**config.mk**
```make
export PLATFORM = sky130hd
export DESIGN_NAME = control_regs
export DESIGN_NICKNAME = d
export VERILOG_FILES = /design/src/source/periph_pkg.sv /design/src/source/control_regs.sv
export VERILOG_INCLUDE_DIRS = /design/src /design/src/source
export SDC_FILE = /design/constraint.sdc
export NUM_CORES = 1
export LEC_CHECK = 0
export BUFFER_PORTS_ARGS = -buffer_cell sky130_fd_sc_hd__buf_2
export CORE_MARGIN = 3
export CORE_UTILIZATION = 45
export DETAILED_ROUTE_END_ITERATION = 10
export PLACE_DENSITY = 0.73
export RECOVER_POWER = 50
export SLEW_MARGIN = 25
export SYNTH_ARGS = -nofsm -noshare
export SYNTH_HDL_FRONTEND = slang
export SYNTH_SLANG_ARGS = --single-unit
```
**constraint.sdc**
```tcl
create_clock -name i_clock -period 3.74 [get_ports i_clock]
set_input_delay 0.374 -clock i_clock [delete_from_list [all_inputs] [get_ports i_clock]]
set_output_delay 0.374 -clock i_clock [all_outputs]
set_load 0.02 [all_outputs]
```
**src/source/soc_macros.svh**
```systemverilog
`ifndef SOC_MACROS_SVH
`define SOC_MACROS_SVH

// Bus word and address width
`define SOC_DATA_W 32

// Top address nibble per target
`define SOC_REGION_RAM  4'h1
`define SOC_REGION_CTRL 4'h4
`define SOC_REGION_DMA  4'h9

// Block RAM depth in words
`define SOC_RAM_WORDS 512

// LED register width
`define SOC_LED_W 10

// Control block word offsets
`define SOC_REG_LED        2'd0
`define SOC_REG_COUNT      2'd1
`define SOC_REG_COMPARE    2'd2
`define SOC_REG_TIMER_CTRL 2'd3

// DMA block word offsets
`define SOC_REG_DMA_SRC 2'd0
`define SOC_REG_DMA_DST 2'd1
`define SOC_REG_DMA_LEN 2'd2
`define SOC_REG_DMA_GO  2'd3

// Bits of timer_ctrl
`define SOC_TIMER_ENABLE_BIT 0
`define SOC_TIMER_ACK_BIT    1

`endif

```
**src/source/periph_pkg.sv**
```systemverilog
`default_nettype none
`include "soc_macros.svh"

package periph_pkg;

	// Copy engine sequence
	typedef enum logic [1:0] {
		DMA_IDLE,
		DMA_READ,
		DMA_WRITE,
		DMA_DONE
	} dma_state_t;

	// Control block registers, by word offset
	typedef enum logic [1:0] {
		CTRL_LED        = `SOC_REG_LED,
		CTRL_COUNT      = `SOC_REG_COUNT,
		CTRL_COMPARE    = `SOC_REG_COMPARE,
		CTRL_TIMER_CTRL = `SOC_REG_TIMER_CTRL
	} ctrl_reg_t;

endpackage

`default_nettype wire

```
**src/source/control_regs.sv**
```systemverilog
`timescale 1ns/10ps
`default_nettype none
`include "soc_macros.svh"

module control_regs (
	input  wire                         i_clock,
	input  wire                         i_reset,
	input  wire                         i_request,
	input  wire                         i_rw,
	input  wire periph_pkg::ctrl_reg_t  i_index,
	input  wire [`SOC_DATA_W-1:0]       i_wdata,
	output logic [`SOC_DATA_W-1:0]      o_rdata,
	output logic                        o_ready,
	output logic [`SOC_LED_W-1:0]       o_ledr,
	output logic                        o_timer_interrupt
);

	logic [`SOC_DATA_W-1:0] count;
	logic [`SOC_DATA_W-1:0] compare;
	logic timer_enable;
	logic access;
	logic write;
	logic ack;

	assign access = i_request && !o_ready;
	assign write = access && i_rw;
	assign ack = write && (i_index == periph_pkg::CTRL_TIMER_CTRL) &&
		i_wdata[`SOC_TIMER_ACK_BIT];

	always_ff @(posedge i_clock) begin
		if (i_reset) begin
			o_ready <= 1'b0;
			o_ledr <= '0;
			count <= '0;
			compare <= '0;
			timer_enable <= 1'b0;
			o_timer_interrupt <= 1'b0;
		end else begin
			o_ready <= access;
			count <= count + 1'b1;
			if (write) begin
				case (i_index)
					periph_pkg::CTRL_LED:        o_ledr <= i_wdata[`SOC_LED_W-1:0];
					periph_pkg::CTRL_COUNT:      count <= i_wdata;
					periph_pkg::CTRL_COMPARE:    compare <= i_wdata;
					periph_pkg::CTRL_TIMER_CTRL: timer_enable <= i_wdata[`SOC_TIMER_ENABLE_BIT];
				endcase
			end
			// Level interrupt, held until acknowledged
			if (ack)
				o_timer_interrupt <= 1'b0;
			else if (timer_enable && count == compare)
				o_timer_interrupt <= 1'b1;
		end
	end

	always_ff @(posedge i_clock) begin
		if (access) begin
			case (i_index)
				periph_pkg::CTRL_LED:
					o_rdata <= {{(`SOC_DATA_W-`SOC_LED_W){1'b0}}, o_ledr};
				periph_pkg::CTRL_COUNT:
					o_rdata <= count;
				periph_pkg::CTRL_COMPARE:
					o_rdata <= compare;
				periph_pkg::CTRL_TIMER_CTRL:
					o_rdata <= {{(`SOC_DATA_W-2){1'b0}}, o_timer_interrupt, timer_enable};
			endcase
		end
	end

endmodule

`default_nettype wire

```
==> out/qor.yml <==
numCtsBuffers: 9
clk_pin_slew_ps: 80
vias: 4239
cts.sinks: 109
met1_length_microns: 5640
final-hold-violation-count: 0
htreeDepth: 3
gp_congestion: 0.852
routed_wl_microns: 13100
tritoncts: "built"
yosys-top-cells-count: "108 x nand2_1, 77 x dfxtp_1, 43 x a21oi_1"
die_area_sq_um: 12600
via_per_inst: 5.69
num_io_pins: 82
ys_warn_count: 0
synth_edf_count: 32
routed.top_layer: "met4"
syn_nets: 581
drc: 0
rrSetupSlack_ps: 1400
clock-root-buffer: "clkbuf_16"
critPathKind: "primary input to flip-flop"
hold_start: "i_wdata[10]"
antennaDiodeCount: 0
dp_hpwl_microns: 8800
synth.distinct_cells: 39
ys_seq_area_share_pct: 49.4
powerDensity_nw_per_um2: 417
drive_gt1_share_pct: 11.4
io_buffers: 81
routed-wl-met3_microns: 929
cap_violations: 1
r2r_cells: 2
final.setup.tns_ps: 0
overflow: 0
grt_max_degree: 65
ant_nets: 0
p_leak_nw: 1.96
yosysTopAreaCell: "dfxtp_1"
worstPathCellList: "clkbuf_1 > nor2b_1 > buf_4 > nand2_2 > and2_1 > and4_1 > nor4_1"
status: "finished, violations left"
wl_met2_microns: 6200
grt_pass1_vias: 4237
netlist_area_sq_um: 5060
clock_skew_ps: 10.2
grt_pass1_wl_microns: 21300
rsz0062_at_grt: "false"
critPathCapture: "count[30]$_SDFF_PP0_"
crit_path_start: "i_index[0]"
fin_nets: 639
fmax_mhz: 396
cts_setup_buffers: 0
vdd_drop_max_v: 0.000237
cts_hold_buffers: 0
fp-row-count: 38
arrival_ps: 2780
clk_path_buf_depth: 2
synth.avg_cell_area_sq_um: 9.34
synthTopCellsByArea: "dfxtp_1 30%, edfxtp_1 19%, nand2_1 8.0%"
synth_top_cell_area_share_pct: 30.4
start_kind: "primary input"
first_pass_iters: 5
final_util_pct: 52.7
worst_pin_slew_ps: 2010
fillCellCount: 1009
clock_latency_ps: 350
crit-reg2reg-launch: "o_ready$_SDFF_PP0_"
syn_inst: 542
post-route-period-util_pct: 67.6
start_util_pct: 46.3
async_flop_share_pct: 0
synth-seq-cells: 109
cp_data_required_time_ps: 4000
wl_per_cell_microns: 17.6
worst_setup_path_end_kind: "flip-flop"
slew_viol_final: 34
worst_path_max_delay_cell: "clkbuf_1"
synth_most_common_cell: "nand2_1"
timing.slew.headroom_pct: -33.8
core-area_sq_um: 10900
drtIter0Drc: 299
syn_to_final_growth_pct: 13.8
post_cts_resize_count: 0
worstReg2RegEnd: "o_rdata[23]$_DFFE_PN_"
grt_antenna_before_repair: 0
crit_fanout: 35
hp-class: "primary input to flip-flop"
track_usage_pct: 20.9
finalSetupViolCount: 0
die_w_microns: 112
cpPeakStageDelay_ps: 720
ys.flop_type: "dfxtp_1"
die_y_microns: 112
violations: "max-capacitance violations, max-slew violations"
fin_crit_ps: 2530
fin_hold_ws_ps: 276
## flip-flops by register name (all words and copies together) (netlist names)
register           cells
compare               32
count                 32
o_ledr                10
o_rdata               32
o_ready                1
o_timer_interrupt      1
timer_enable           1
## critical path, delay by kind of cell
family	cells	cell delay, ps
buffers and inverters	2	1030
AND/OR/NAND/NOR	5	1380
## worst min-delay path by stage
stage	endpoint	slack, ps	depth (start not counted)
floorplan	compare[7]$_SDFFE_PP0P_	460	2
global placement	o_ledr[4]$_SDFFE_PP0P_	460	2
detailed placement	o_ledr[2]$_SDFFE_PP0P_	470	2
CTS	o_timer_interrupt$_SDFFE_PP0P_	270	2
global route	compare[26]$_SDFFE_PP0P_	280	3
finish	compare[10]$_SDFFE_PP0P_	280	3
## placed cells by master, fill, tap and decap left out, types with 3 or more instances in the layout
cell type / Yosys / routed
nand4_1: 12 / 12
nand3_1: 14 / 14
a311oi_1: 3 / 3
and4_1: 7 / 7
nor2_1: 38 / 38
buf_2: 6 / 35
o21ai_0: 9 / 9
a21oi_1: 43 / 43
xnor2_1: 35 / 35
xor2_1: 21 / 21
nor2b_1: 4 / 3
nor4_2: 3 / 3
and2_1: 3 / 3
buf_4: 0 / 6
nand2_1: 108 / 106
nor4_1: 6 / 6
clkbuf_1: 33 / 47
a22o_1: 22 / 22
dfxtp_1: 77 / 77
and3_1: 6 / 6
clkbuf_16: 0 / 9
edfxtp_1: 32 / 32
mux2i_1: 9 / 9
a211oi_1: 29 / 29
inv_1: 3 / 3
## report_power, final
part | internal (mW) | switching (mW) | total (mW)
Combinational | 0.0741 | 0.142 | 0.216
Sequential | 1.26 | 0.0389 | 1.30
Clock | 0.472 | 0.420 | 0.892
## layer usage
layer	track usage, %	vias up
met5	0	-
met4	8.17	0
met3	4.74	27
met2	33.1	179
met1	28.1	1995
li1	-	2038
## per-stage QoR
stage | setup slack [ps] | std cells | power (mW) | cell area [sq um]
final | 1210 | 745 | 2.40 | 5760
after CTS | 1590 | 745 | 2.42 | 5820
after global placement | 1340 | 729 | 1.54 | 5540
after detailed placement | 1290 | 729 | 1.54 | 5550
after global routing | 949 | 745 | 2.48 | 5760
after floorplan | 782 | 542 | 1.45 | 5060
## layout make-up
class	count	area (sq um)	share of cell area, %
flip-flops and latches	109	2500	43.4
multi-input cells	390	2400	41.7
repair buffers	87	393	6.82
clock buffers	11	243	4.21
well taps	140	175	3.04
clock inverters	5	33.8	0.586
inverters	3	11.3	0.195
## kinds of logic (layout without fill, tap and decap cells)
kind of cell             Yosys count  after routing  synth area share, %
flip-flops                       109            109                 49.4
adder cells (fa/ha/maj)            1              1                0.247
AND/OR/NAND/NOR                  213            213                 20.3
XOR/XNOR                          56             56                 9.68
multiplexers                      11             11                 2.67
buffers and inverters             43            106                 3.48
AO/OA/AOI/OAI                    109            109                 14.2
No activity file was read; power rests on OpenSTA's default activity.
