===== src/source/soc_macros.svh =====
`ifndef SOC_MACROS_SVH
`define SOC_MACROS_SVH

// Bus word and address width
`define SOC_DATA_W 32

// Top address nibble per target
`define SOC_REGION_RAM  4'h1
`define SOC_REGION_CTRL 4'h4
`define SOC_REGION_DMA  4'h9

// Block RAM depth in words
`define SOC_RAM_WORDS 512

// LED register width
`define SOC_LED_W 10

// Control block word offsets
`define SOC_REG_LED        2'd0
`define SOC_REG_COUNT      2'd1
`define SOC_REG_COMPARE    2'd2
`define SOC_REG_TIMER_CTRL 2'd3

// DMA block word offsets
`define SOC_REG_DMA_SRC 2'd0
`define SOC_REG_DMA_DST 2'd1
`define SOC_REG_DMA_LEN 2'd2
`define SOC_REG_DMA_GO  2'd3

// Bits of timer_ctrl
`define SOC_TIMER_ENABLE_BIT 0
`define SOC_TIMER_ACK_BIT    1

`endif


===== src/source/bus_pkg.sv =====
`default_nettype none

package bus_pkg;

	// Who owns the shared bus, same code as the fault type
	typedef enum logic [1:0] {
		MASTER_NONE  = 2'd0,
		MASTER_FETCH = 2'd1,
		MASTER_DATA  = 2'd2,
		MASTER_DMA   = 2'd3
	} master_t;

	// Target picked by the top address nibble
	typedef enum logic [1:0] {
		REGION_RAM,
		REGION_CTRL,
		REGION_DMA,
		REGION_UNMAPPED
	} region_t;

endpackage

`default_nettype wire


===== src/source/periph_pkg.sv =====
`default_nettype none
`include "soc_macros.svh"

package periph_pkg;

	// Copy engine sequence
	typedef enum logic [1:0] {
		DMA_IDLE,
		DMA_READ,
		DMA_WRITE,
		DMA_DONE
	} dma_state_t;

	// Control block registers, by word offset
	typedef enum logic [1:0] {
		CTRL_LED        = `SOC_REG_LED,
		CTRL_COUNT      = `SOC_REG_COUNT,
		CTRL_COMPARE    = `SOC_REG_COMPARE,
		CTRL_TIMER_CTRL = `SOC_REG_TIMER_CTRL
	} ctrl_reg_t;

endpackage

`default_nettype wire


===== src/source/bus_if.sv =====
`timescale 1ns/10ps
`default_nettype none
`include "soc_macros.svh"

interface bus_if;

	logic request;
	// High for a write
	logic rw;
	logic [`SOC_DATA_W-1:0] address;
	logic [`SOC_DATA_W-1:0] wdata;
	logic [`SOC_DATA_W-1:0] rdata;
	logic ready;

	modport master (
		output request,
		output rw,
		output address,
		output wdata,
		input  rdata,
		input  ready
	);

	modport slave (
		input  request,
		input  rw,
		input  address,
		input  wdata,
		output rdata,
		output ready
	);

endinterface

`default_nettype wire


===== src/source/bus_decoder.sv =====
`timescale 1ns/10ps
`default_nettype none
`include "soc_macros.svh"

module bus_decoder (
	input  wire                                 i_clock,
	input  wire                                 i_reset,
	input  wire bus_pkg::master_t               i_grant,
	bus_if.slave                                bus,
	bus_if.master                               dma_regs,

	// Block RAM
	output logic                                o_ram_request,
	output logic                                o_ram_rw,
	output logic [$clog2(`SOC_RAM_WORDS)-1:0]   o_ram_address,
	output logic [`SOC_DATA_W-1:0]              o_ram_wdata,
	input  wire [`SOC_DATA_W-1:0]               i_ram_rdata,
	input  wire                                 i_ram_ready,

	// Control registers
	output logic                                o_ctrl_request,
	output logic                                o_ctrl_rw,
	output periph_pkg::ctrl_reg_t               o_ctrl_index,
	output logic [`SOC_DATA_W-1:0]              o_ctrl_wdata,
	input  wire [`SOC_DATA_W-1:0]               i_ctrl_rdata,
	input  wire                                 i_ctrl_ready,

	output logic                                o_bus_fault,
	output logic [`SOC_DATA_W-1:0]              o_bus_fault_address,
	output bus_pkg::master_t                    o_bus_fault_master
);

	bus_pkg::region_t region;
	logic fault_hit;
	logic fault_ready;

	always_comb begin
		case (bus.address[`SOC_DATA_W-1:`SOC_DATA_W-4])
			`SOC_REGION_RAM:  region = bus_pkg::REGION_RAM;
			`SOC_REGION_CTRL: region = bus_pkg::REGION_CTRL;
			`SOC_REGION_DMA:  region = bus_pkg::REGION_DMA;
			default:          region = bus_pkg::REGION_UNMAPPED;
		endcase
	end

	// Target requests
	assign o_ram_request = bus.request && (region == bus_pkg::REGION_RAM);
	assign o_ram_rw = bus.rw;
	assign o_ram_address = bus.address[$clog2(`SOC_RAM_WORDS)+1:2];
	assign o_ram_wdata = bus.wdata;

	assign o_ctrl_request = bus.request && (region == bus_pkg::REGION_CTRL);
	assign o_ctrl_rw = bus.rw;
	assign o_ctrl_index = periph_pkg::ctrl_reg_t'(bus.address[3:2]);
	assign o_ctrl_wdata = bus.wdata;

	assign dma_regs.request = bus.request && (region == bus_pkg::REGION_DMA);
	assign dma_regs.rw = bus.rw;
	assign dma_regs.address = bus.address;
	assign dma_regs.wdata = bus.wdata;

	// Response mux, address is held for the whole access
	always_comb begin
		case (region)
			bus_pkg::REGION_RAM: begin
				bus.rdata = i_ram_rdata;
				bus.ready = i_ram_ready;
			end
			bus_pkg::REGION_CTRL: begin
				bus.rdata = i_ctrl_rdata;
				bus.ready = i_ctrl_ready;
			end
			bus_pkg::REGION_DMA: begin
				bus.rdata = dma_regs.rdata;
				bus.ready = dma_regs.ready;
			end
			default: begin
				bus.rdata = '0;
				bus.ready = fault_ready;
			end
		endcase
	end

	// ==================================================
	// Unmapped access completion and fault capture
	// ==================================================
	assign fault_hit = bus.request && (region == bus_pkg::REGION_UNMAPPED) && !fault_ready;

	always_ff @(posedge i_clock) begin
		if (i_reset)
			fault_ready <= 1'b0;
		else
			fault_ready <= fault_hit;
	end

	always_ff @(posedge i_clock) begin
		if (fault_hit) begin
			o_bus_fault_address <= bus.address;
			o_bus_fault_master <= i_grant;
		end
	end

	assign o_bus_fault = fault_ready;

endmodule

`default_nettype wire


===== src/flat_wrapper.sv =====
// flat-port wrapper written by rule: the top's interface ports become plain ports
module bus_decoder_flat 
  (i_clock, i_reset, i_grant, o_ram_request, o_ram_rw, o_ram_address, o_ram_wdata, i_ram_rdata, i_ram_ready, o_ctrl_request, o_ctrl_rw, o_ctrl_index, o_ctrl_wdata, i_ctrl_rdata, i_ctrl_ready, o_bus_fault, o_bus_fault_address, o_bus_fault_master, bus_request, bus_rw, bus_address, bus_wdata, bus_rdata, bus_ready, dma_regs_request, dma_regs_rw, dma_regs_address, dma_regs_wdata, dma_regs_rdata, dma_regs_ready);
  bus_if bus_i ();
  bus_if dma_regs_i ();
  input  wire i_clock;
  input  wire i_reset;
  input  wire bus_pkg::master_t i_grant;
  output logic o_ram_request;
  output logic o_ram_rw;
  output logic [$clog2(`SOC_RAM_WORDS)-1:0] o_ram_address;
  output logic [`SOC_DATA_W-1:0] o_ram_wdata;
  input  wire [`SOC_DATA_W-1:0] i_ram_rdata;
  input  wire i_ram_ready;
  output logic o_ctrl_request;
  output logic o_ctrl_rw;
  output periph_pkg::ctrl_reg_t o_ctrl_index;
  output logic [`SOC_DATA_W-1:0] o_ctrl_wdata;
  input  wire [`SOC_DATA_W-1:0] i_ctrl_rdata;
  input  wire i_ctrl_ready;
  output logic o_bus_fault;
  output logic [`SOC_DATA_W-1:0] o_bus_fault_address;
  output bus_pkg::master_t o_bus_fault_master;
  input wire logic [$bits(bus_i.request)-1:0] bus_request;
  input wire logic [$bits(bus_i.rw)-1:0] bus_rw;
  input wire logic [$bits(bus_i.address)-1:0] bus_address;
  input wire logic [$bits(bus_i.wdata)-1:0] bus_wdata;
  output wire logic [$bits(bus_i.rdata)-1:0] bus_rdata;
  output wire logic [$bits(bus_i.ready)-1:0] bus_ready;
  output wire logic [$bits(dma_regs_i.request)-1:0] dma_regs_request;
  output wire logic [$bits(dma_regs_i.rw)-1:0] dma_regs_rw;
  output wire logic [$bits(dma_regs_i.address)-1:0] dma_regs_address;
  output wire logic [$bits(dma_regs_i.wdata)-1:0] dma_regs_wdata;
  input wire logic [$bits(dma_regs_i.rdata)-1:0] dma_regs_rdata;
  input wire logic [$bits(dma_regs_i.ready)-1:0] dma_regs_ready;
  assign bus_i.request = bus_request;
  assign bus_i.rw = bus_rw;
  assign bus_i.address = bus_address;
  assign bus_i.wdata = bus_wdata;
  assign bus_rdata = bus_i.rdata;
  assign bus_ready = bus_i.ready;
  assign dma_regs_request = dma_regs_i.request;
  assign dma_regs_rw = dma_regs_i.rw;
  assign dma_regs_address = dma_regs_i.address;
  assign dma_regs_wdata = dma_regs_i.wdata;
  assign dma_regs_i.rdata = dma_regs_rdata;
  assign dma_regs_i.ready = dma_regs_ready;
  bus_decoder u_core (.i_clock(i_clock), .i_reset(i_reset), .i_grant(i_grant), .bus(bus_i), .dma_regs(dma_regs_i), .o_ram_request(o_ram_request), .o_ram_rw(o_ram_rw), .o_ram_address(o_ram_address), .o_ram_wdata(o_ram_wdata), .i_ram_rdata(i_ram_rdata), .i_ram_ready(i_ram_ready), .o_ctrl_request(o_ctrl_request), .o_ctrl_rw(o_ctrl_rw), .o_ctrl_index(o_ctrl_index), .o_ctrl_wdata(o_ctrl_wdata), .i_ctrl_rdata(i_ctrl_rdata), .i_ctrl_ready(i_ctrl_ready), .o_bus_fault(o_bus_fault), .o_bus_fault_address(o_bus_fault_address), .o_bus_fault_master(o_bus_fault_master));
endmodule

===== config.mk =====
export PLATFORM = sky130hd
export DESIGN_NAME = bus_decoder_flat
export DESIGN_NICKNAME = d
export VERILOG_FILES = /design/src/source/bus_pkg.sv /design/src/source/periph_pkg.sv /design/src/source/bus_if.sv /design/src/source/bus_decoder.sv /design/src/flat_wrapper.sv
export VERILOG_INCLUDE_DIRS = /design/src /design/src/source
export SDC_FILE = /design/constraint.sdc
export NUM_CORES = 1
export LEC_CHECK = 0
export ABC_AREA = 1
export BUFFER_PORTS_ARGS = -buffer_cell sky130_fd_sc_hd__buf_2
export CAP_MARGIN = 10
export CELL_PAD_IN_SITES_DETAIL_PLACEMENT = 0
export CELL_PAD_IN_SITES_GLOBAL_PLACEMENT = 1
export CORE_AREA = 8 8 142 144
export DETAILED_ROUTE_END_ITERATION = 8
export DIE_AREA = 0 0 150 152
export PLACE_DENSITY = 0.78
export SLEW_MARGIN = 40
export SYNTH_ARGS = -nofsm -noshare
export SYNTH_HDL_FRONTEND = slang
export SYNTH_SLANG_ARGS = --single-unit

===== constraint.sdc =====
create_clock -name i_clock -period 3.1 [get_ports i_clock]
set_input_delay 0.62 -clock i_clock [delete_from_list [all_inputs] [get_ports i_clock]]
set_output_delay 0.62 -clock i_clock [all_outputs]
set_load 0.005 [all_outputs]

==> results.toml <==
[cts]
cts_tree = "done"
cts.sinks = 35
cts_resized = 0
cts.htree.levels = 2
cts_root_buffer = "clkbuf_16"
numCtsBuffers = 5
postCtsSetupBuffers = 0
cts_max_path_buffers = 2
clkSlewWorstSetupHoldPaths_ns = 0.05
ctsHoldBuffers = 0
worstSkewPairLatency_ns = 0.27

[power]
vdd_drop_max_mv = 0.264
p_leak_uw = 0.00180
powerDensity_nw_per_um2 = 398

[finish]
final_core_util_pct = 19.8
regArea_um2 = 1040
nNetsFinal = 617
drive_gt1_share_pct = 59.9
num-fill-cells = 1999
multi_input_area_um2 = 703
areaGrowthSynthToFinish_pct = 20.0
diodes = 0
finalInstanceArea_um2 = 3520

[sta]
hold_viol_final = 0
clock.fmax_mhz = 400
finalCritPeriodShare_pct = 80.7
tightest_slew_ns = 0.549
maxSlewViolCount = 0
hold-worst-slack_ns = 0.506
finalSetupTns_ns = 0
period_needed_ns = 2.50
rsz0062_at_grt = "false"
clock-skew-final_ns = 0.00552
worst_slack_ns = 0.597
finalSetupViolCount = 0
maxSlewHeadroom_pct = 63.4

[synthesis]
syn_inst = 342
synth_largest_area_cell = "buf_4"
synth_area_leaders = "buf_4, edfxtp_1, nand3_1"
ys_types = 16
yosysWarnings = 0
synth_fp_nets = 511
synth-seq-area-share_pct = 35.5
synth_top_area_share_pct = 36.3
synthesis.area_um2 = 2930
synth-seq-cells = 35
syn_area_per_cell_um2 = 8.58

[grt]
grt-ovfl-total = 0
grt_pass1_wl_um = 16400
grt_start_max_net_pins = 35
antenna_found_initial = 0
grt_pass1_vias = 2657
grtUsageTotal_pct = 9.24

[min_path]
hold_path_class = "in2reg"

[route]
drtPass1Iterations = 4
wirelength_um = 11400
drc = 0
vias_per_cell = 3.71
drt_iter0_markers = 102
ant_nets = 0
vias = 2517
wire_per_inst_um = 16.8

[worst_setup_path]
slowest_delay_ns = 0.46
startpoint_type = "input port"
worstSetupPathType = "in2out"
arrival_ns = 1.88
worst_path_max_delay_cell = "nor2_8"
crit_required_ns = 2.48
endpoint_kind = "primary output"
crit_chain = "buf_2 -> inv_1 -> nand3_4 -> nor2_8 -> nand2_1 -> nand3_1 -> buf_2"
cp_max_fo = 32
critPathMostFrequentCell = "buf_2"

[placed_design]
dpl_cell_area_um2 = 3350
post-place-ws_ns = 0.593
dp.final_hpwl_um = 9440
routabilityCongestion = 0.712
port_buffers = 249

[floorplan]
rows = 49
core_area_um2 = 17800
io-pin-count = 382
die-area_um2 = 22800
die_w_um = 150
initial_core_util_pct = 16.5
die_y_um = 152

[flow_run]
maxCapViolations = 0

[run_status]
status = "complete, no violations"
## stage by stage
stage | total power [µW] | instances
after global placement | 853 | 670
after floorplan | 794 | 342
after global routing | 1470 | 678
after detailed placement | 855 | 670
final | 1400 | 678
after CTS | 1420 | 678
## state kept, by name, indices dropped and copies added (netlist names)
| signal | flops |
|---|---|
| u_core.o_bus_fault_address | 32 |
| u_core.o_bus_fault_master | 2 |
| u_core.o_bus_fault | 1 |
## placed cells by master (no fill, tap or decap)
cell	n
buf_2	249
nand3_1	69
nand2_1	65
edfxtp_1	34
clkbuf_16	5
nor2_1	4
inv_1	3
nor2_4	3
nor3_1	3
inv_2	2
buf_4	2
buf_12	2
nand3_4	1
nor2_8	1
nand4_1	1
nor2_2	1
clkinv_4	1
clkinv_2	1
bufinv_16	1
dfxtp_1	1
## final timing paths
kind                      startpoint                              to  slack (ns)  cells after the start
setup / recovery     bus_address[29]                   bus_rdata[13]        0.60                      7
hold / removal               i_reset              u_core.o_bus_fault        0.51                      2
setup reg to reg  u_core.o_bus_fault  u_core.o_bus_fault_address[21]        1.90                      2
hold reg to reg   u_core.o_bus_fault              u_core.o_bus_fault        0.52                      1
## report_power, final
part           leakage (µW)  internal [µW]  total, µW  switching [µW]
combinational       0.00138            131        275             143
sequential         0.000332            556        564            7.75
clock             0.0000838            379        562             183
## final cells by class
type	instances	share of cell area (%)
clock buffers	5	3.55
repair buffers	253	37.0
well taps	229	8.14
multi-input cells	148	20.0
inverters	5	0.533
flip-flops and latches	35	29.6
clock inverters	3	1.24
## cell families (layout without fill, tap and decap cells)
family / count (synthesis) / count (layout) / synth area share (%)
flip-flops: 35 / 35 / 35.5
buffers and inverters: 159 / 266 / 41.0
AND/OR/NAND/NOR: 148 / 148 / 23.5
## per-layer routing
metal	GRT usage (%)	wire (µm)	up-vias
met3	3.15	1180	30
met2	15.6	5490	143
li1	-	-	1192
met4	2.38	174	0
met1	10.9	4550	1152
met5	0	0	-
## Yosys cell counts
library cell	instances
nor3_1	3
nand2_1	65
edfxtp_1	34
nand4_1	1
nor2_4	1
nand3_4	1
nor2_2	2
nor2_1	5
nand3_1	69
dfxtp_1	1
buf_6	9
buf_4	142
nor2_8	1
buf_2	3
inv_1	3
inv_2	2
## worst max-delay path: cells and delay by family
kind,cells,cell delay [ns]
AND/OR/NAND/NOR,4,0.85
buffers and inverters,3,0.38
No activity file was read; power rests on OpenSTA's default activity.
