[src/source/soc_macros.svh]
`ifndef SOC_MACROS_SVH
`define SOC_MACROS_SVH

// Bus word and address width
`define SOC_DATA_W 32

// Top address nibble per target
`define SOC_REGION_RAM  4'h1
`define SOC_REGION_CTRL 4'h4
`define SOC_REGION_DMA  4'h9

// Block RAM depth in words
`define SOC_RAM_WORDS 512

// LED register width
`define SOC_LED_W 10

// Control block word offsets
`define SOC_REG_LED        2'd0
`define SOC_REG_COUNT      2'd1
`define SOC_REG_COMPARE    2'd2
`define SOC_REG_TIMER_CTRL 2'd3

// DMA block word offsets
`define SOC_REG_DMA_SRC 2'd0
`define SOC_REG_DMA_DST 2'd1
`define SOC_REG_DMA_LEN 2'd2
`define SOC_REG_DMA_GO  2'd3

// Bits of timer_ctrl
`define SOC_TIMER_ENABLE_BIT 0
`define SOC_TIMER_ACK_BIT    1

`endif

[src/source/bus_pkg.sv]
`default_nettype none

package bus_pkg;

	// Who owns the shared bus, same code as the fault type
	typedef enum logic [1:0] {
		MASTER_NONE  = 2'd0,
		MASTER_FETCH = 2'd1,
		MASTER_DATA  = 2'd2,
		MASTER_DMA   = 2'd3
	} master_t;

	// Target picked by the top address nibble
	typedef enum logic [1:0] {
		REGION_RAM,
		REGION_CTRL,
		REGION_DMA,
		REGION_UNMAPPED
	} region_t;

endpackage

`default_nettype wire

[src/source/bus_if.sv]
`timescale 1ns/10ps
`default_nettype none
`include "soc_macros.svh"

interface bus_if;

	logic request;
	// High for a write
	logic rw;
	logic [`SOC_DATA_W-1:0] address;
	logic [`SOC_DATA_W-1:0] wdata;
	logic [`SOC_DATA_W-1:0] rdata;
	logic ready;

	modport master (
		output request,
		output rw,
		output address,
		output wdata,
		input  rdata,
		input  ready
	);

	modport slave (
		input  request,
		input  rw,
		input  address,
		input  wdata,
		output rdata,
		output ready
	);

endinterface

`default_nettype wire

[src/source/bus_arbiter.sv]
`timescale 1ns/10ps
`default_nettype none
`include "soc_macros.svh"

module bus_arbiter (
	input  wire                    i_clock,
	input  wire                    i_reset,

	// Instruction fetch, read only
	input  wire                    i_fetch_request,
	input  wire [`SOC_DATA_W-1:0]  i_fetch_address,
	output logic [`SOC_DATA_W-1:0] o_fetch_rdata,
	output logic                   o_fetch_ready,

	// Data port
	input  wire                    i_data_request,
	input  wire                    i_data_rw,
	input  wire [`SOC_DATA_W-1:0]  i_data_address,
	input  wire [`SOC_DATA_W-1:0]  i_data_wdata,
	output logic [`SOC_DATA_W-1:0] o_data_rdata,
	output logic                   o_data_ready,

	bus_if.slave                   dma_port,
	bus_if.master                  bus,
	output bus_pkg::master_t       o_grant
);

	typedef enum logic [1:0] {
		ARB_IDLE,
		ARB_GRANT,
		ARB_BUSY,
		ARB_DONE
	} arb_state_t;

	arb_state_t state;

	// ==================================================
	// Grant and handshake sequence
	// ==================================================
	always_ff @(posedge i_clock) begin
		if (i_reset) begin
			state <= ARB_IDLE;
			o_grant <= bus_pkg::MASTER_NONE;
			bus.request <= 1'b0;
			o_fetch_ready <= 1'b0;
			o_data_ready <= 1'b0;
			dma_port.ready <= 1'b0;
		end else begin
			o_fetch_ready <= 1'b0;
			o_data_ready <= 1'b0;
			dma_port.ready <= 1'b0;
			case (state)
				ARB_IDLE: begin
					// Fixed priority, fetch first
					if (i_fetch_request) begin
						o_grant <= bus_pkg::MASTER_FETCH;
						state <= ARB_GRANT;
					end else if (i_data_request) begin
						o_grant <= bus_pkg::MASTER_DATA;
						state <= ARB_GRANT;
					end else if (dma_port.request) begin
						o_grant <= bus_pkg::MASTER_DMA;
						state <= ARB_GRANT;
					end
				end
				ARB_GRANT: begin
					bus.request <= 1'b1;
					state <= ARB_BUSY;
				end
				ARB_BUSY: begin
					if (bus.ready) begin
						bus.request <= 1'b0;
						o_fetch_ready <= (o_grant == bus_pkg::MASTER_FETCH);
						o_data_ready <= (o_grant == bus_pkg::MASTER_DATA);
						dma_port.ready <= (o_grant == bus_pkg::MASTER_DMA);
						state <= ARB_DONE;
					end
				end
				ARB_DONE: begin
					// One idle cycle follows before the next grant
					o_grant <= bus_pkg::MASTER_NONE;
					state <= ARB_IDLE;
				end
			endcase
		end
	end

	// ==================================================
	// Request latch and response routing
	// ==================================================
	always_ff @(posedge i_clock) begin
		if (state == ARB_IDLE) begin
			if (i_fetch_request) begin
				bus.rw <= 1'b0;
				bus.address <= i_fetch_address;
				bus.wdata <= '0;
			end else if (i_data_request) begin
				bus.rw <= i_data_rw;
				bus.address <= i_data_address;
				bus.wdata <= i_data_wdata;
			end else begin
				bus.rw <= dma_port.rw;
				bus.address <= dma_port.address;
				bus.wdata <= dma_port.wdata;
			end
		end
		if (state == ARB_BUSY && bus.ready) begin
			if (o_grant == bus_pkg::MASTER_FETCH)
				o_fetch_rdata <= bus.rdata;
			if (o_grant == bus_pkg::MASTER_DATA)
				o_data_rdata <= bus.rdata;
			if (o_grant == bus_pkg::MASTER_DMA)
				dma_port.rdata <= bus.rdata;
		end
	end

endmodule

`default_nettype wire

[src/flat_wrapper.sv]
// flat-port wrapper written by rule: the top's interface ports become plain ports
module bus_arbiter_flat 
  (i_clock, i_reset, i_fetch_request, i_fetch_address, o_fetch_rdata, o_fetch_ready, i_data_request, i_data_rw, i_data_address, i_data_wdata, o_data_rdata, o_data_ready, o_grant, dma_port_request, dma_port_rw, dma_port_address, dma_port_wdata, dma_port_rdata, dma_port_ready, bus_request, bus_rw, bus_address, bus_wdata, bus_rdata, bus_ready);
  bus_if dma_port_i ();
  bus_if bus_i ();
  input  wire i_clock;
  input  wire i_reset;
  input  wire i_fetch_request;
  input  wire [`SOC_DATA_W-1:0] i_fetch_address;
  output logic [`SOC_DATA_W-1:0] o_fetch_rdata;
  output logic o_fetch_ready;
  input  wire i_data_request;
  input  wire i_data_rw;
  input  wire [`SOC_DATA_W-1:0] i_data_address;
  input  wire [`SOC_DATA_W-1:0] i_data_wdata;
  output logic [`SOC_DATA_W-1:0] o_data_rdata;
  output logic o_data_ready;
  output bus_pkg::master_t o_grant;
  input wire logic [$bits(dma_port_i.request)-1:0] dma_port_request;
  input wire logic [$bits(dma_port_i.rw)-1:0] dma_port_rw;
  input wire logic [$bits(dma_port_i.address)-1:0] dma_port_address;
  input wire logic [$bits(dma_port_i.wdata)-1:0] dma_port_wdata;
  output wire logic [$bits(dma_port_i.rdata)-1:0] dma_port_rdata;
  output wire logic [$bits(dma_port_i.ready)-1:0] dma_port_ready;
  output wire logic [$bits(bus_i.request)-1:0] bus_request;
  output wire logic [$bits(bus_i.rw)-1:0] bus_rw;
  output wire logic [$bits(bus_i.address)-1:0] bus_address;
  output wire logic [$bits(bus_i.wdata)-1:0] bus_wdata;
  input wire logic [$bits(bus_i.rdata)-1:0] bus_rdata;
  input wire logic [$bits(bus_i.ready)-1:0] bus_ready;
  assign dma_port_i.request = dma_port_request;
  assign dma_port_i.rw = dma_port_rw;
  assign dma_port_i.address = dma_port_address;
  assign dma_port_i.wdata = dma_port_wdata;
  assign dma_port_rdata = dma_port_i.rdata;
  assign dma_port_ready = dma_port_i.ready;
  assign bus_request = bus_i.request;
  assign bus_rw = bus_i.rw;
  assign bus_address = bus_i.address;
  assign bus_wdata = bus_i.wdata;
  assign bus_i.rdata = bus_rdata;
  assign bus_i.ready = bus_ready;
  bus_arbiter u_core (.i_clock(i_clock), .i_reset(i_reset), .i_fetch_request(i_fetch_request), .i_fetch_address(i_fetch_address), .o_fetch_rdata(o_fetch_rdata), .o_fetch_ready(o_fetch_ready), .i_data_request(i_data_request), .i_data_rw(i_data_rw), .i_data_address(i_data_address), .i_data_wdata(i_data_wdata), .o_data_rdata(o_data_rdata), .o_data_ready(o_data_ready), .dma_port(dma_port_i), .bus(bus_i), .o_grant(o_grant));
endmodule
[config.mk]
export PLATFORM = sky130hd
export DESIGN_NAME = bus_arbiter_flat
export DESIGN_NICKNAME = d
export VERILOG_FILES = /design/src/source/bus_pkg.sv /design/src/source/bus_if.sv /design/src/source/bus_arbiter.sv /design/src/flat_wrapper.sv
export VERILOG_INCLUDE_DIRS = /design/src /design/src/source
export SDC_FILE = /design/constraint.sdc
export NUM_CORES = 1
export LEC_CHECK = 0
export ABC_AREA = 1
export BUFFER_PORTS_ARGS = -buffer_cell sky130_fd_sc_hd__buf_2
export CAP_MARGIN = 20
export CORE_ASPECT_RATIO = 0.6
export CORE_UTILIZATION = 30
export CTS_CLUSTER_DIAMETER = 100
export DETAILED_ROUTE_END_ITERATION = 8
export PLACE_DENSITY = 0.58
export SLEW_MARGIN = 20
export SYNTH_ARGS = -nofsm -noshare
export SYNTH_HDL_FRONTEND = slang
export SYNTH_SLANG_ARGS = --single-unit
[constraint.sdc]
create_clock -name i_clock -period 11.02 [get_ports i_clock]
set_clock_uncertainty 0.15 [all_clocks]
set_input_delay 2.204 -clock i_clock [delete_from_list [all_inputs] [get_ports i_clock]]
set_output_delay 2.204 -clock i_clock [all_outputs]
set_load 0.1 [all_outputs]
==> load_flow_metrics.sql <==
INSERT INTO impl_metrics (metric_group, metric, value, unit) VALUES
('timing', 'fin_crit_sh', '33.37', '%'),
('synthesis', 'synth_simple_gate_area_share', '10.58', '%'),
('routing', 'detail_route.first_pass.iterations', '4', ''),
('run', 'cap_violations', '0', ''),
('synthesis', 'synth_ff_type', 'sky130_fd_sc_hd__edfxtp_1', ''),
('timing', 'worst_max_slew_margin_expressed_relative_to_the_limit', '38.34', '%'),
('timing', 'maxSlewViolCount', '0', ''),
('clock_network', 'cts_root_buf', 'sky130_fd_sc_hd__clkbuf_16', ''),
('finish', 'layout.cells.non_filler', '1058', ''),
('critical_path', 'crit_path_max_fanout', '5', ''),
('power', 'total_design_power', '2.639', 'mW'),
('clock_network', 'max-clock-path-buffers', '2', ''),
('finish', 'drive_above_1_share', '52.04', '%'),
('finish', 'fillerInstances', '1906', ''),
('critical_path', 'cp_data_arrival_time', '1.32', 'ns'),
('place', 'placedCellCount', '1025', ''),
('synthesis', 'post_synth_fa_ha_maj_area_fraction', '1.010', '%'),
('grt', 'gr_overflow_total', '0', ''),
('grt', 'grt_pass1_vias', '4427', ''),
('synthesis', 'synth_async_sr_flop_share', '0', '%'),
('synthesis', 'synthesized_area_fraction_occupied_by_ao_oa_aoi_and_oai_cells', '5.070', '%'),
('grt', 'track_usage', '15.87', '%'),
('power', 'power.leakage', '3.910', 'nW'),
('clock_network', 'postCtsHoldBufs', '0', ''),
('critical_path', 'path_cells', 'buf_2', ''),
('synthesis', 'number_of_storage_elements_in_the_synthesis_netlist', '169', ''),
('synthesis', 'synthXorXnorAreaFrac', '0', '%'),
('finish', 'layout.nets', '976', ''),
('place', 'place.gp.congestion', '0.7696', ''),
('clock_network', 'htree_levels', '4', ''),
('synthesis', 'synthesis.instances', '400', ''),
('finish', 'fin_util', '44.11', '%'),
('timing', 'max_slew.worst_pin.slew', '0.9249', 'ns'),
('synthesis', 'synth_cell_type_count', '17', ''),
('critical_path', 'crit_path_max_incr_delay', '0.47', 'ns'),
('power', 'pwr_density_cell', '297.4', 'mW/mm²'),
('hold_path', 'hp-start', 'u_core.bus.request', ''),
('critical_path', 'timing.critical_path.required', '8.67', 'ns'),
('timing', 'hold_viol', '0', ''),
('critical_path', 'setup.worst_path.start_class', 'flip-flop', ''),
('routing', 'count_of_nets_left_with_antenna_violations_after_detail_routing', '0', ''),
('timing', 'finalSetupViolCount', '0', ''),
('power', 'peakVddDrop', '0.1905', 'mV'),
('timing', 'finalCriticalPeriod', '3.678', 'ns'),
('routing', 'drt-wirelength-per-cell', '16.04', 'µm'),
('clock_network', 'ctsResizeCount', '0', ''),
('clock_network', 'post_cts_buffers', '0', ''),
('grt', 'grt_antenna_before_repair', '1', ''),
('critical_path', 'timing.setup.critical_path_class', 'flip-flop to output port', ''),
('synthesis', 'yosys-top-cells-count', 'sky130_fd_sc_hd__edfxtp_1 (161), sky130_fd_sc_hd__nand2_1 (107), sky130_fd_sc_hd__nand3_1 (36)', ''),
('critical_path', 'crit_end_element', 'output port', ''),
('place', 'place.port_buffers', '366', ''),
('finish', 'flow.area_growth_from_synthesis', '43.26', '%'),
('die', 'num_io_pins', '367', ''),
('routing', 'remaining_drc_errors', '0', ''),
('synthesis', 'synth_enable_flop_cells', '161', ''),
('critical_path', 'timing.critical_path.slowest_stage_cell', 'sky130_fd_sc_hd__buf_2', ''),
('critical_path', 'timing.critical_path.max_delay_family', 'buffers and inverters', ''),
('grt', 'pin_count_of_the_biggest_net_entering_global_routing', '67', ''),
('timing', 'max_freq', '271.9', 'MHz'),
('clock_network', 'cts-buffers-inserted', '17', ''),
('synthesis', 'yosysWarnings', '0', ''),
('routing', 'via_count', '4605', ''),
('synthesis', 'synth_top_family_by_area', 'simple AND/OR/NAND/NOR gates', ''),
('timing', 'grt_setup_unrepaired', 'no', ''),
('die', 'dieHeight', '113.3', 'µm'),
('run_status', 'run_status', 'finished, final reports clean', ''),
('routing', 'drt_first_iter_violations', '259', ''),
('synthesis', 'synth_sequential_area_ratio', '80.63', '%'),
('timing', 'totalNegativeSetupSlack', '0', 'ns'),
('critical_path', 'crit_path_buf_inv_count', '1', '');
## path summary, 6_finish.rpt
kind	cells past startpoint	end	slack, ns
worst min register to register	2	u_core.bus.request	0.31
worst max register to register	7	u_core.state[1]	8.90
worst min-delay path	2	u_core.bus.request	0.31
worst max-delay path	1	o_grant[0]	7.34
## flip-flops by register name (all words and copies together), names as in the netlist
signal                 flops
u_core.bus.address        32
u_core.bus.request         1
u_core.bus.rw              1
u_core.bus.wdata          32
u_core.dma_port.rdata     32
u_core.dma_port.ready      1
u_core.o_data_rdata       32
u_core.o_data_ready        1
u_core.o_fetch_rdata      32
u_core.o_fetch_ready       1
u_core.o_grant             2
u_core.state               2
## where the power goes
part	switching, mW	internal, mW
clock network	0.260	0.315
registers	0.0381	0.870
logic	1.02	0.136
total	1.32	1.32
## cells in the final DEF (no fill, tap or decap)
master / n
sky130_fd_sc_hd__buf_2: 366
sky130_fd_sc_hd__edfxtp_1: 161
sky130_fd_sc_hd__nand2_1: 107
sky130_fd_sc_hd__nand3_1: 36
sky130_fd_sc_hd__a22o_1: 33
sky130_fd_sc_hd__clkbuf_16: 17
sky130_fd_sc_hd__inv_1: 10
sky130_fd_sc_hd__dfxtp_1: 8
sky130_fd_sc_hd__nor2_1: 7
sky130_fd_sc_hd__a21oi_1: 5
sky130_fd_sc_hd__ha_1: 4
sky130_fd_sc_hd__clkinv_4: 4
sky130_fd_sc_hd__buf_4: 4
sky130_fd_sc_hd__nor3_2: 3
sky130_fd_sc_hd__nor3_1: 3
sky130_fd_sc_hd__inv_6: 3
sky130_fd_sc_hd__clkinvlp_4: 2
sky130_fd_sc_hd__clkinv_1: 2
sky130_fd_sc_hd__inv_8: 2
sky130_fd_sc_hd__diode_2: 1
sky130_fd_sc_hd__inv_2: 1
sky130_fd_sc_hd__nand2_2: 1
sky130_fd_sc_hd__inv_4: 1
sky130_fd_sc_hd__nor2_4: 1
sky130_fd_sc_hd__ha_4: 1
sky130_fd_sc_hd__bufinv_16: 1
sky130_fd_sc_hd__clkinv_2: 1
## stage by stage
step | hold WS, ns | cell area, µm²
final | 0.3100 | 8875
after global routing | 0.3654 | 8872
after CTS | 0.3154 | 8872
after detailed placement | 0.2985 | 8305
after global placement | 0.2977 | 8303
after floorplan | 0.3422 | 6195
## routing by layer
metal  global-route usage, %  vias up  wire, µm
li1                        -     2209         -
met3                   5.676       12      1135
met5                       0        -         0
met1                   20.63     2192      7547
met4                   4.065        0       171
met2                   25.28      192      8114
## cell families after synthesis
| logic type | after synthesis |
|---|---|
| buffers and inverters | 30 |
| AO/OA/AOI/OAI | 38 |
| AND/OR/NAND/NOR | 158 |
| adder cells (fa/ha/maj) | 5 |
| flip-flops | 169 |
## final cells by class
| type | count | area [µm²] | area share (%) |
|---|---|---|---|
| diodes | 1 | 2.502 | 0.02820 |
| multi-input cells | 201 | 1060 | 11.94 |
| well taps | 273 | 341.6 | 3.849 |
| inverters | 12 | 47.55 | 0.5357 |
| repair buffers | 370 | 1862 | 20.98 |
| flip-flops and latches | 169 | 4995 | 56.28 |
| clock buffers | 17 | 425.4 | 4.793 |
| clock inverters | 15 | 141.4 | 1.593 |
No activity file was read; power rests on OpenSTA's default activity.
